==> config.mk <==
export PLATFORM = sky130hd
export DESIGN_NAME = dcache_fill_fsm
export DESIGN_NICKNAME = d
export VERILOG_FILES = /design/src/common/cache_pkg.sv /design/src/common/mem_pkg.sv /design/src/dcache/dcache_fill_fsm.sv
export SDC_FILE = /design/constraint.sdc
export NUM_CORES = 1
export LEC_CHECK = 0
export BUFFER_PORTS_ARGS = -buffer_cell sky130_fd_sc_hd__buf_2
export CAP_MARGIN = 10
export CORE_MARGIN = 5
export CORE_UTILIZATION = 29
export CTS_CLUSTER_SIZE = 10
export DETAILED_ROUTE_END_ITERATION = 7
export GPL_TIMING_DRIVEN = 0
export HOLD_SLACK_MARGIN = 0.05
export MAX_ROUTING_LAYER = met4
export PLACE_DENSITY = 0.64
export SYNTH_ARGS = -nofsm -noshare
export SYNTH_HDL_FRONTEND = slang
export SYNTH_SLANG_ARGS = --single-unit
==> constraint.sdc <==
create_clock -name clk -period 5.3 [get_ports clk]
set_clock_uncertainty 0.05 [all_clocks]
set_input_delay 0.795 -clock clk [delete_from_list [all_inputs] [get_ports clk]]
set_output_delay 0.795 -clock clk [all_outputs]
set_load 0.005 [all_outputs]
==> src/common/cache_pkg.sv <==
// D-cache geometry and fill FSM types for a 16-bit byte-addressed CPU
// Word offset is addr[3:1], set index addr[9:4], tag addr[15:10]
// The LRU state is one bit per set, so the design holds exactly two ways
package cache_pkg;

    // ------------------------------------------------------------------------
    // Geometry
    // ------------------------------------------------------------------------
    localparam int NUM_WAYS        = 2;
    localparam int SET_W           = 6;
    localparam int OFFSET_W        = 3;
    localparam int TAG_W           = 6;
    localparam int NUM_SETS        = 1 << SET_W;       // 64 sets
    localparam int WORDS_PER_BLOCK = 1 << OFFSET_W;    // 8 words per block
    localparam int SET_LSB         = OFFSET_W + 1;     // Bit 0 is the byte select
    localparam int TAG_LSB         = SET_LSB + SET_W;

    // Tag and valid for one way of one set
    typedef struct packed {
        logic [TAG_W-1:0] tag;
        logic             valid;
    } meta_t;

    // Block fill sequence
    typedef enum logic [1:0] {
        IDLE,       // No fill in progress
        FETCH,      // One word read issued per cycle
        DRAIN,      // Waiting on the last returns
        COMMIT      // Tag and valid written this cycle
    } fill_state_e;

endpackage

==> src/common/mem_pkg.sv <==
// Main memory bus widths and default timing
// Memory is word addressed through addr[15:1]; addr[0] is ignored
package mem_pkg;

    localparam int ADDR_W    = 16;
    localparam int DATA_W    = 16;
    localparam int MEM_WORDS = 1 << (ADDR_W - 1);  // 32K words

    // Cycles from read issue to rvalid
    localparam int READ_LATENCY_DEF = 4;

endpackage

==> src/dcache/dcache_fill_fsm.sv <==
// Block fill sequencer for the D-cache
// Issues the eight word reads back to back, then counts the returns
// Returns come back in issue order with one rvalid pulse each
`timescale 1ns/10ps

module dcache_fill_fsm (
    input  logic                          clk,
    input  logic                          rst,
    input  logic                          miss_start,   // One-cycle pulse
    input  logic [mem_pkg::ADDR_W-1:0]    miss_addr,
    input  logic                          rvalid,
    output logic                          busy,
    output logic                          fill_rd,      // Read issue strobe
    output logic [mem_pkg::ADDR_W-1:0]    fill_addr,
    output logic [cache_pkg::OFFSET_W-1:0] fill_word,
    output logic                          word_we,
    output logic                          tag_we
);

    localparam logic [cache_pkg::OFFSET_W-1:0] LAST_WORD =
        cache_pkg::OFFSET_W'(cache_pkg::WORDS_PER_BLOCK - 1);

    cache_pkg::fill_state_e               state;
    logic [mem_pkg::ADDR_W-1:cache_pkg::SET_LSB] block_q;   // Tag and set of the fill
    logic [cache_pkg::OFFSET_W-1:0]       issue_cnt;        // Next word to request
    logic [cache_pkg::OFFSET_W-1:0]       ret_cnt;          // Next word to come back

    // ------------------------------------------------------------------------
    // State and counters
    // ------------------------------------------------------------------------
    always_ff @(posedge clk) begin
        if (rst) begin
            state     <= cache_pkg::IDLE;
            issue_cnt <= '0;
            ret_cnt   <= '0;
        end else begin
            case (state)
                cache_pkg::IDLE: begin
                    if (miss_start) begin
                        state     <= cache_pkg::FETCH;
                        issue_cnt <= '0;
                        ret_cnt   <= '0;
                    end
                end
                cache_pkg::FETCH: begin
                    issue_cnt <= issue_cnt + 1'b1;
                    if (issue_cnt == LAST_WORD) state <= cache_pkg::DRAIN;
                end
                cache_pkg::DRAIN: begin
                    if (word_we && ret_cnt == LAST_WORD) state <= cache_pkg::COMMIT;
                end
                default: state <= cache_pkg::IDLE;   // COMMIT lasts one cycle
            endcase
            if (word_we) ret_cnt <= ret_cnt + 1'b1;  // Returns overlap FETCH
        end
    end

    // Block base latched on the start pulse
    always_ff @(posedge clk) begin
        if (state == cache_pkg::IDLE && miss_start) begin
            block_q <= miss_addr[mem_pkg::ADDR_W-1:cache_pkg::SET_LSB];
        end
    end

    // ------------------------------------------------------------------------
    // Outputs
    // ------------------------------------------------------------------------
    assign busy      = (state != cache_pkg::IDLE);
    assign fill_rd   = (state == cache_pkg::FETCH);
    assign fill_addr = {block_q, issue_cnt, 1'b0};          // Word aligned
    assign fill_word = ret_cnt;
    assign word_we   = rvalid && (state == cache_pkg::FETCH || state == cache_pkg::DRAIN);
    assign tag_we    = (state == cache_pkg::COMMIT);

    // All eight words are in before the tag write, so no return is left over
    a_commit_no_rvalid: assert property (@(posedge clk) disable iff (rst)
        state == cache_pkg::COMMIT |-> !rvalid);

    // Memory never returns data nobody asked for
    a_no_idle_rvalid: assert property (@(posedge clk) disable iff (rst)
        rvalid |-> state != cache_pkg::IDLE);

endmodule

==> results by group <==
Logic synthesis
  – Area contributors post-synth: sky130_fd_sc_hd__edfxtp_1 (43%), sky130_fd_sc_hd__dfxtp_1 (19%), sky130_fd_sc_hd__ha_1 (13%), sky130_fd_sc_hd__mux2i_1 (3.6%), sky130_fd_sc_hd__nor2_1 (3.6%)
  – Mapped Nets: 93
  – Area fraction of the dominant cell type after synthesis: 0.428
  – Most instantiated flip-flop cell in the synthesis netlist: sky130_fd_sc_hd__edfxtp_1
  – Number of unique standard cell types used by synthesis: 22
  – Cells after Synth: 64
  – Synth Cell Area: 842 um^2
  – Yosys reg bits: 20
  – Post-synthesis average cell area: 13.2 um^2
  – Yosys warning count: 0
  – Asr flop ratio synth: 0
  – EDFF count, synth: 12
  – Cell taking the most area after synthesis: sky130_fd_sc_hd__edfxtp_1
  – Sequential cell area fraction in the yosys report: 0.618

Die
  – Overall die area: 4080 um^2
  – Die width: 63.9 um
  – I/O pin total: 43
  – Number of placement rows: 19
  – Floorplan die height: 63.9 um
  – Area of the core: 2780 um^2
  – Starting density of the core: 0.303

STA
  – Sum of negative setup slack: 0 ps
  – Slew @ Worst Pin: 901 ps
  – Max frequency: 435 MHz
  – Final setup vio count: 0
  – Post-layout min period: 2300 ps
  – Hold Vio Cnt, Final: 0
  – Max Transition Viols Final: 0
  – Period utilisation layout: 0.434
  – Unrepaired setup endpoints after global routing: false
  – Worst max-slew margin expressed relative to the limit: 0.397

Final layout
  – Number of inserted filler cells in the final layout: 277
  – Sequential standard cell area: 520 um^2
  – Fraction of layout instances using a drive strength above 1: 0.404
  – Nets: 134
  – Area of combinational cells with multiple inputs: 292 um^2
  – Diodes inserted: 0
  – Fin area: 1110 um^2
  – Area grow syn2layout: 32.2%

Global routing
  – GRT Resource Usage Total: 0.0845
  – Number of global-route vias before repair: 636
  – Wire length of the first global-routing pass: 2720 um
  – Initial antenna violation count: 0
  – Pin count of the biggest net entering global routing: 13
  – GR Overflow Total: 0

Power
  – Fraction of power consumed by combinational cells: 0.314
  – Leakage: 0.536 nW
  – Power, Total: 0.000498 W
  – Reported net switching power: 0.000147 W
  – Total power per unit cell area: 447 nW/um^2
  – Proportion of power drawn by flip-flops and latches: 0.441
  – Clock share of power: 0.245
  – Net switching fraction of the power: 0.294
  – Internal power: 0.000351 W
  – Largest voltage drop on the vdd net: 229 uV

Placement
  – Final weighted congestion in routability-driven placement: 0.698
  – Area post-placement: 1060 um^2
  – I/O Buffers: 36
  – Total half-perimeter wirelength after legalization and detailed placement: 1320 um

Route
  – Drt initial violations: 16
  – Per-cell via count in the routed design: 4.42
  – Via count: 597
  – # DRC: 0
  – Total routed wirelength: 1600 um
  – Post-route antenna net violation count: 0
  – Avg WL per Cell: 11.8 um
  – Total iterations of the first detailed-routing run: 4

Clocking
  – Post-CTS Resized: 0
  – Number of hold buffers added after cts: 0
  – Setup fix buffers added after clock tree synthesis: 0
  – Clock transition at the registers of the reported paths: 110 ps
  – Number of sinks handled by clock tree synthesis: 20
  – Root buffer cell: sky130_fd_sc_hd__clkbuf_4
  – H-tree levels: 1
  – Num CTS Buffers: 3
  – TritonCTS clock tree: done
  – Source-to-sink clock delay at the later pin of the worst-skew pair: 290 ps
  – Max Buffers Root-to-Sink: 2

Min path
  – Worst hold-check path type: reg -> reg

Critical path
  – CP Capture Type: primary output
  – Sort of element at the start of the critical path: register
  – WP data arrival: 1460 ps
  – Maximum fanout count along the critical path: 4
  – Path type of the worst setup path: reg -> out
  – Data required, critical path: 4450 ps

Status
  – Status: complete, no violations

Run
  – Total of max-cap violations: 0
## per-layer routing
metal / routed length, um / vias up / part of all wire / track usage
met5: 0 / - / 0 / -
met4: 13 / 0 / 0.0081 / 0.0442
met3: 221 / 2 / 0.14 / 0.0368
met2: 741 / 26 / 0.46 / 0.136
met1: 619 / 261 / 0.39 / 0.0866
li1: - / 308 / - / -
## worst max-delay path, cell delays in order, from the launching register on
cell and delay [ps]:
sky130_fd_sc_hd__dfxtp_1 400, sky130_fd_sc_hd__inv_1 90, sky130_fd_sc_hd__ha_1 340, sky130_fd_sc_hd__and2_2 210
sky130_fd_sc_hd__buf_2 130
## stage by stage
step	utilization	cells	hold slack, ps	worst slack [ps]
floorplan	-	64	427	3470
global placement	0.381	131	424	3210
detailed placement	0.381	131	432	3180
CTS	0.400	135	453	2980
global route	0.400	135	499	2890
finish	0.400	135	450	3000
## cells by family (layout without fill, tap and decap cells)
logic type,after synthesis,in the layout,share of synthesized area
multiplexers,4,4,0.0490
buffers and inverters,7,47,0.0357
flip-flops,20,20,0.618
AND/OR/NAND/NOR,16,16,0.0936
AO/OA/AOI/OAI,7,7,0.0654
adder cells (fa/ha/maj),9,9,0.134
other,1,1,0.00445
## cells in the final DEF (no fill, tap or decap), drive strengths merged
master and count:
bufinv 1, buf 37, clkbuf 4, edfxtp 12, mux2 1, ha 9, mux2i 3, and2 1
or2b 1, conb 1, dfxtp 8, inv 4, nor3 1, nand2b 2, a32oi 2, nand2 1
nor2 8, clkinv 1, nand3b 1, a21oi 1, a22oi 3, nand3 1, a222oi 1
## cell usage after synthesis, drive strengths merged, types with 2 or more instances
| master | n |
|---|---|
| inv | 4 |
| mux2i | 3 |
| edfxtp | 12 |
| a22oi | 3 |
| nand2b | 2 |
| nor2 | 8 |
| dfxtp | 8 |
| a32oi | 2 |
| ha | 9 |
## path summary, 6_finish.rpt
check,from,end,slack (ps),cells past startpoint
worst max-delay path,state[0]$_SDFFE_PP0P_,word_we,3000,4
worst min register to register,issue_cnt[0]$_SDFFE_PP0P_,issue_cnt[0]$_SDFFE_PP0P_,450,2
worst min-delay path,issue_cnt[0]$_SDFFE_PP0P_,issue_cnt[0]$_SDFFE_PP0P_,450,2
worst max register to register,state[0]$_SDFFE_PP0P_,block_q[5]$_DFFE_PP_,3360,4
## final cells by class
class	count	share of cell area
Clock buffer	3	0.0202
Tap cell	31	0.0348
Timing Repair Buffer	36	0.162
Multi-Input combinational cell	37	0.262
Clock inverter	1	0.0270
Inverter	5	0.0169
Buffer	2	0.0101
Sequential cell	20	0.467
## state kept, by name, summed over array words and instances (netlist names)
signal / count
issue_cnt: 3
state: 2
block_q: 12
fill_word: 3
## power by group through the flow
stage	Sequential, W	Clock, W	Combinational, W
3_5_place_dp	0.000223	0	0.000161
3_3_place_gp	0.000223	0	0.000157
5_1_grt	0.000224	0.000132	0.000180
6_report	0.000219	0.000122	0.000156
2_1_floorplan	0.000226	0	0.0000959
4_1_cts	0.000220	0.000125	0.000160
Note: power is estimated with default switching activity, not from simulation.
