--- src/common/cache_pkg.sv ---
// D-cache geometry and fill FSM types for a 16-bit byte-addressed CPU
// Word offset is addr[3:1], set index addr[9:4], tag addr[15:10]
// The LRU state is one bit per set, so the design holds exactly two ways
package cache_pkg;

    // ------------------------------------------------------------------------
    // Geometry
    // ------------------------------------------------------------------------
    localparam int NUM_WAYS        = 2;
    localparam int SET_W           = 6;
    localparam int OFFSET_W        = 3;
    localparam int TAG_W           = 6;
    localparam int NUM_SETS        = 1 << SET_W;       // 64 sets
    localparam int WORDS_PER_BLOCK = 1 << OFFSET_W;    // 8 words per block
    localparam int SET_LSB         = OFFSET_W + 1;     // Bit 0 is the byte select
    localparam int TAG_LSB         = SET_LSB + SET_W;

    // Tag and valid for one way of one set
    typedef struct packed {
        logic [TAG_W-1:0] tag;
        logic             valid;
    } meta_t;

    // Block fill sequence
    typedef enum logic [1:0] {
        IDLE,       // No fill in progress
        FETCH,      // One word read issued per cycle
        DRAIN,      // Waiting on the last returns
        COMMIT      // Tag and valid written this cycle
    } fill_state_e;

endpackage

--- src/common/mem_pkg.sv ---
// Main memory bus widths and default timing
// Memory is word addressed through addr[15:1]; addr[0] is ignored
package mem_pkg;

    localparam int ADDR_W    = 16;
    localparam int DATA_W    = 16;
    localparam int MEM_WORDS = 1 << (ADDR_W - 1);  // 32K words

    // Cycles from read issue to rvalid
    localparam int READ_LATENCY_DEF = 4;

endpackage

--- src/common/dcache_array_if.sv ---
// Controller side of the D-cache tag, LRU and data arrays
// Reads are combinational from set and word; writes land on the clock edge
`timescale 1ns/10ps

interface dcache_array_if;

    // Lookup and write address
    logic [cache_pkg::SET_W-1:0]    set;
    logic [cache_pkg::OFFSET_W-1:0] word;

    // Data and metadata writes
    logic [mem_pkg::DATA_W-1:0]     wdata;
    logic [cache_pkg::NUM_WAYS-1:0] data_we;     // Per way
    logic [cache_pkg::NUM_WAYS-1:0] meta_we;     // Per way
    cache_pkg::meta_t               meta_in;     // Same value to any enabled way
    logic                           lru_we;
    logic                           lru_in;      // Way to evict next

    // Read side
    cache_pkg::meta_t [cache_pkg::NUM_WAYS-1:0]           meta_out;
    logic [cache_pkg::NUM_WAYS-1:0][mem_pkg::DATA_W-1:0]  data_out;
    logic                                                 lru_out;

    modport ctrl (
        output set, word, wdata, data_we, meta_we, meta_in, lru_we, lru_in,
        input  meta_out, data_out, lru_out
    );

    modport array (
        input  set, word, wdata, data_we, meta_we, meta_in, lru_we, lru_in,
        output meta_out, data_out, lru_out
    );

endinterface

--- src/common/mem_bus_if.sv ---
// Main memory port between the cache controller and main memory
// A read returns rvalid exactly READ_LATENCY cycles after issue
// Writes complete in the issue cycle
`timescale 1ns/10ps

interface mem_bus_if;

    logic                       en;       // One access per cycle
    logic                       wr;       // Write-through when high
    logic [mem_pkg::ADDR_W-1:0] addr;     // Byte address
    logic [mem_pkg::DATA_W-1:0] wdata;
    logic [mem_pkg::DATA_W-1:0] rdata;    // Valid with rvalid
    logic                       rvalid;   // One pulse per returned read

    modport master (
        output en, wr, addr, wdata,
        input  rdata, rvalid
    );

    modport slave (
        input  en, wr, addr, wdata,
        output rdata, rvalid
    );

endinterface

--- src/dcache/dcache_ctrl.sv ---
// D-cache controller: lookup, LRU, fills and write-through
// The CPU holds mem_read or mem_write and addr until stall is low
// mem_read and mem_write are never high together
`timescale 1ns/10ps

module dcache_ctrl (
    input  logic                           clk,
    input  logic                           rst,
    input  logic                           mem_read,
    input  logic                           mem_write,
    input  logic [mem_pkg::ADDR_W-1:0]     addr,
    input  logic [mem_pkg::DATA_W-1:0]     wdata,
    output logic [mem_pkg::DATA_W-1:0]     rdata,
    output logic                           stall,
    dcache_array_if.ctrl                   arr,
    mem_bus_if.master                      mem,
    output logic                           miss_start,
    input  logic                           fill_busy,
    input  logic                           fill_rd,
    input  logic [mem_pkg::ADDR_W-1:0]     fill_addr,
    input  logic [cache_pkg::OFFSET_W-1:0] fill_word,
    input  logic                           fill_word_we,
    input  logic                           fill_tag_we
);

    logic [cache_pkg::TAG_W-1:0]    req_tag;
    logic                           req;         // Read or write pending
    logic [cache_pkg::NUM_WAYS-1:0] hit_way;
    logic                           hit_idx;     // Encoded hit way
    logic                           hit;
    logic                           miss;
    logic                           victim;      // Way the LRU bit names
    logic                           wt;          // Write-through this cycle

    // ------------------------------------------------------------------------
    // Lookup
    // ------------------------------------------------------------------------
    assign req_tag = addr[mem_pkg::ADDR_W-1:cache_pkg::TAG_LSB];
    assign req     = mem_read | mem_write;
    assign victim  = arr.lru_out;

    always_comb begin
        hit_idx = 1'b0;
        for (int w = 0; w < cache_pkg::NUM_WAYS; w++) begin
            hit_way[w] = arr.meta_out[w].valid && (arr.meta_out[w].tag == req_tag);
            if (hit_way[w]) hit_idx = 1'(w);
        end
    end

    assign hit        = req && (|hit_way);
    assign miss       = req && !(|hit_way);
    assign miss_start = miss && !fill_busy;     // First miss cycle only
    assign stall      = miss || fill_busy;
    assign rdata      = (mem_read && hit) ? arr.data_out[hit_idx] : '0;
    assign wt         = mem_write && hit;

    // ------------------------------------------------------------------------
    // Array writes
    // ------------------------------------------------------------------------
    assign arr.set   = addr[cache_pkg::TAG_LSB-1:cache_pkg::SET_LSB];  // Held during fill
    assign arr.word  = fill_word_we ? fill_word : addr[cache_pkg::SET_LSB-1:1];
    assign arr.wdata = fill_word_we ? mem.rdata : wdata;

    always_comb begin
        for (int w = 0; w < cache_pkg::NUM_WAYS; w++) begin
            arr.data_we[w] = (fill_word_we && victim == 1'(w)) || (wt && hit_way[w]);
            arr.meta_we[w] = fill_tag_we && victim == 1'(w);
        end
    end

    assign arr.meta_in = '{tag: req_tag, valid: 1'b1};
    assign arr.lru_we  = fill_tag_we || hit;
    assign arr.lru_in  = fill_tag_we ? ~victim : ~hit_idx;   // Point away from the used way

    // ------------------------------------------------------------------------
    // Memory port, fill read or write-through
    // ------------------------------------------------------------------------
    assign mem.en    = fill_rd || wt;
    assign mem.wr    = wt;
    assign mem.addr  = fill_rd ? fill_addr : addr;
    assign mem.wdata = wdata;

    // Write-through never competes with a block fill
    a_no_wt_in_fill: assert property (@(posedge clk) disable iff (rst)
        mem.en && mem.wr |-> !fill_busy);

endmodule

--- src/flat_wrapper.sv ---
// flat-port wrapper written by rule: the top's interface ports become plain ports
module dcache_ctrl_flat 
  (clk, rst, mem_read, mem_write, addr, wdata, rdata, stall, miss_start, fill_busy, fill_rd, fill_addr, fill_word, fill_word_we, fill_tag_we, arr_set, arr_word, arr_wdata, arr_data_we, arr_meta_we, arr_meta_in, arr_lru_we, arr_lru_in, arr_meta_out, arr_data_out, arr_lru_out, mem_en, mem_wr, mem_addr, mem_wdata, mem_rdata, mem_rvalid);
  dcache_array_if arr_i ();
  mem_bus_if mem_i ();
  input  logic clk;
  input  logic rst;
  input  logic mem_read;
  input  logic mem_write;
  input  logic [mem_pkg::ADDR_W-1:0] addr;
  input  logic [mem_pkg::DATA_W-1:0] wdata;
  output logic [mem_pkg::DATA_W-1:0] rdata;
  output logic stall;
  output logic miss_start;
  input  logic fill_busy;
  input  logic fill_rd;
  input  logic [mem_pkg::ADDR_W-1:0] fill_addr;
  input  logic [cache_pkg::OFFSET_W-1:0] fill_word;
  input  logic fill_word_we;
  input  logic fill_tag_we;
  output wire logic [$bits(arr_i.set)-1:0] arr_set;
  output wire logic [$bits(arr_i.word)-1:0] arr_word;
  output wire logic [$bits(arr_i.wdata)-1:0] arr_wdata;
  output wire logic [$bits(arr_i.data_we)-1:0] arr_data_we;
  output wire logic [$bits(arr_i.meta_we)-1:0] arr_meta_we;
  output wire logic [$bits(arr_i.meta_in)-1:0] arr_meta_in;
  output wire logic [$bits(arr_i.lru_we)-1:0] arr_lru_we;
  output wire logic [$bits(arr_i.lru_in)-1:0] arr_lru_in;
  input wire logic [$bits(arr_i.meta_out)-1:0] arr_meta_out;
  input wire logic [$bits(arr_i.data_out)-1:0] arr_data_out;
  input wire logic [$bits(arr_i.lru_out)-1:0] arr_lru_out;
  output wire logic [$bits(mem_i.en)-1:0] mem_en;
  output wire logic [$bits(mem_i.wr)-1:0] mem_wr;
  output wire logic [$bits(mem_i.addr)-1:0] mem_addr;
  output wire logic [$bits(mem_i.wdata)-1:0] mem_wdata;
  input wire logic [$bits(mem_i.rdata)-1:0] mem_rdata;
  input wire logic [$bits(mem_i.rvalid)-1:0] mem_rvalid;
  assign arr_set = arr_i.set;
  assign arr_word = arr_i.word;
  assign arr_wdata = arr_i.wdata;
  assign arr_data_we = arr_i.data_we;
  assign arr_meta_we = arr_i.meta_we;
  assign arr_meta_in = arr_i.meta_in;
  assign arr_lru_we = arr_i.lru_we;
  assign arr_lru_in = arr_i.lru_in;
  assign arr_i.meta_out = arr_meta_out;
  assign arr_i.data_out = arr_data_out;
  assign arr_i.lru_out = arr_lru_out;
  assign mem_en = mem_i.en;
  assign mem_wr = mem_i.wr;
  assign mem_addr = mem_i.addr;
  assign mem_wdata = mem_i.wdata;
  assign mem_i.rdata = mem_rdata;
  assign mem_i.rvalid = mem_rvalid;
  dcache_ctrl u_core (.clk(clk), .rst(rst), .mem_read(mem_read), .mem_write(mem_write), .addr(addr), .wdata(wdata), .rdata(rdata), .stall(stall), .arr(arr_i), .mem(mem_i), .miss_start(miss_start), .fill_busy(fill_busy), .fill_rd(fill_rd), .fill_addr(fill_addr), .fill_word(fill_word), .fill_word_we(fill_word_we), .fill_tag_we(fill_tag_we));
endmodule
--- config.mk ---
export PLATFORM = sky130hd
export DESIGN_NAME = dcache_ctrl_flat
export DESIGN_NICKNAME = d
export VERILOG_FILES = /design/src/common/cache_pkg.sv /design/src/common/mem_pkg.sv /design/src/common/dcache_array_if.sv /design/src/common/mem_bus_if.sv /design/src/dcache/dcache_ctrl.sv /design/src/flat_wrapper.sv
export SDC_FILE = /design/constraint.sdc
export NUM_CORES = 1
export LEC_CHECK = 0
export BUFFER_PORTS_ARGS = -buffer_cell sky130_fd_sc_hd__clkbuf_2
export CAP_MARGIN = 20
export CORE_AREA = 2 2 84 86
export DETAILED_ROUTE_END_ITERATION = 10
export DIE_AREA = 0 0 86 88
export GPL_ROUTABILITY_DRIVEN = 0
export PLACE_DENSITY_LB_ADDON = 0.05
export SYNTH_ARGS = -nofsm -noshare
export SYNTH_HDL_FRONTEND = slang
export SYNTH_SLANG_ARGS = --single-unit
--- constraint.sdc ---
create_clock -name vclk -period 1.37
set_input_delay 0.0685 -clock vclk [all_inputs]
set_output_delay 0.0685 -clock vclk [all_outputs]
set_load 0.02 [all_outputs]
==> summary.txt <==
Logic synthesis
  – Adder-Cell Fraction of Synth Area: 0
  – Synthesized area: between 0.001 and 0.0015 sq mm
  – Cells after synthesis: 156
  – Count leader, synth: mux2_2
  – Synth Warn #: 0
  – Post-Synth XOR/XNOR Area: 0.0887
  – Synth Area in Simple Gates: 0.200
  – Post-synth top cells: mux2_2 (35), buf_4 (30), nand2_1 (17), nand3_1 (17)
  – Main combinational cell family by area after synthesis: multiplexers
  – Yosys cell types: 26
  – Avg Cell Area, Syn: 7.60 sq um
  – Complex-gate fraction of the synthesized area: 0.132
  – Syn nets: 279
  – Synth area leader: mux2_2
  – Share of Yosys cell area claimed by the top area cell type: 0.333
  – Mux share of post-synthesis cell area: 0.333
  – Post-synthesis sequential area ratio: 0
  – Area contributors post-synth: mux2_2 (33%), buf_4 (19%), nand3_1 (7.2%), xnor2_1 (6.7%), a21boi_1 (5.7%)

Detailed routing
  – Final wirelength: about 5600 um
  – Average vias per placed instance: 4.23
  – Via count: 1,791
  – Initial DRC count: 7
  – Detailed Routing Iterations Pass 1: 2
  – Remaining DRCs: 0
  – Antenna-violating nets left: 0
  – DR WL/cell: around 13 um

Worst hold path
  – Worst Hold Depth: 2
  – HP Class: input port to output port

Placement
  – Dpl ws: -0.153 ns
  – Detail Placement HPWL: 4650 um
  – Port-buffer cells: 209

Cells and area
  – Diode count: 0
  – Seq_cells: 0
  – # nets final: 468
  – Multi-input logic area: 0.00113 sq mm
  – Fillers: 705
  – Share of layout cells above drive strength 1: 0.898
  – Clock buf count: 0
  – Register area: 0 sq um
  – Post-layout util: 0.394
  – Area growth, synth to finish: 121%

Run
  – Max Cap Viol: 0

GRT
  – Initial antenna violation count: 0
  – Vias in the first global route: 1,656
  – Global-route wire length before repair: 7740 um
  – Overflow after GRT: 0
  – Largest net degree at the start of global routing: 22
  – Gr usage total: 0.124

Die
  – Die W: 86 um
  – Core ar.: 0.00664 sq mm
  – Chip Height: 88 um
  – IO Pins: 213
  – Starting density of the core: 0.178
  – Row count: 30
  – Die Area: 0.00757 sq mm

Pwr
  – Internal power: between 0.3 and 0.4 mW
  – Switching part of the total: 0.514
  – Worst vdd ir: 163 uV
  – Pwr Total: 0.813 mW
  – PwrDens: 310 mW/mm^2
  – Sequential fraction of design power: 0
  – P_sw: 0.418 mW
  – Leakage power: approximately 1.4 nW
  – Comb power frac: 1.000
  – Clock Power Share: 0

Setup path
  – Crit path cell chain: buf_8 -> xor2_4 -> nor4_4 -> buf_2 -> nand3_1 -> a21boi_2 -> clkbuf_8
  – Critical Path Source Type: input port
  – CP required: 1.30 ns
  – Crit. End Element: output port
  – Crit path DAT: 1.40 ns
  – CP Class: input port to output port
  – Slowest CP cell: nor4_4
  – Maximum fanout along the worst path: 4
  – Worst path max stage delay: 0.41 ns

Timing
  – Highest clock rate: 0.679 GHz
  – RSZ-0062 raised after global routing: true
  – Final Hold Vio Count: 0
  – Final setup fails: 17
  – Fin. max-slew vios: 0
  – TNS Setup: -0.993 ns
  – Final worst slack: -0.102 ns
  – Period utilization: 1.07
  – Tmin final: 1.47 ns

Status
  – Failing checks: setup timing
  – Outcome: complete, but fails checks

Clock tree
  – Hold-fix buffers, CTS: 0
[layout make-up]
class                      instances  area share
tap                               80      0.0382
timing repair buffer             224       0.527
inverter                           2     0.00287
multi-input combinational        117       0.432
[power groups by stage]
stage | Combinational, mW | Sequential [mW] | Clock [mW]
6_report | 0.813 | 0 | 0
3_5_place_dp | 0.740 | 0 | 0
2_1_floorplan | 0.444 | 0 | 0
4_1_cts | 0.789 | 0 | 0
5_1_grt | 0.872 | 0 | 0
3_3_place_gp | 0.745 | 0 | 0
[path summary, 6_finish.rpt]
kind / start / to / slack, ns
worst min-delay path: wdata[11] / mem_wdata[11] / 0.36
worst max-delay path: addr[12] / rdata[7] / -0.10
[metrics by stage]
step	hold slack (ns)	cells	cell area (sq um)
after floorplan	0.215	156	1220
after global placement	0.367	418	2180
after detailed placement	0.367	418	2180
after CTS	0.367	422	2450
after global routing	0.373	423	2620
final	0.365	423	2620
[layout by cell type (no fill, tap or decap), types with 6 or more instances in the layout]
| cell | count |
|---|---|
| nand3_2 | 9 |
| nand2_2 | 10 |
| mux2_2 | 35 |
| buf_4 | 13 |
| xnor2_2 | 6 |
| clkbuf_2 | 182 |
| clkbuf_8 | 11 |
| nand3_1 | 7 |
| a21boi_2 | 12 |
| buf_6 | 12 |
[cell families (layout without fill, tap and decap cells)]
family                    after synthesis  after routing
and+or+nand+nor                        47             48
buffers and inverters                  40            226
muxes                                  35             35
AOI/OAI and AO/OA                      21             21
xor gates and xnor gates               12             12
other                                   1              1
[layer usage]
metal | GRT usage | vias to the layer above | wire (um)
met5 | 0 | - | 0
met3 | 0.0170 | 4 | 486
met2 | 0.245 | 105 | 3140
li1 | - | 897 | -
met1 | 0.147 | 785 | 1990
met4 | 0.0101 | 0 | 23
[worst max-delay path, delay by kind of cell]
family,cells,cell delay [ns]
AO/OA/AOI/OAI,1,0.15
XOR/XNOR,1,0.18
buffers and inverters,3,0.49
AND/OR/NAND/NOR,2,0.51
[repair_timing]
action                                  CTS  global route
cloned                                    2             1
buffers inserted                          2             0
pin swaps                                 9            18
gates resized for setup                  60            53
endpoints found under the setup margin   24            24
(Power assumes the default switching activity.)
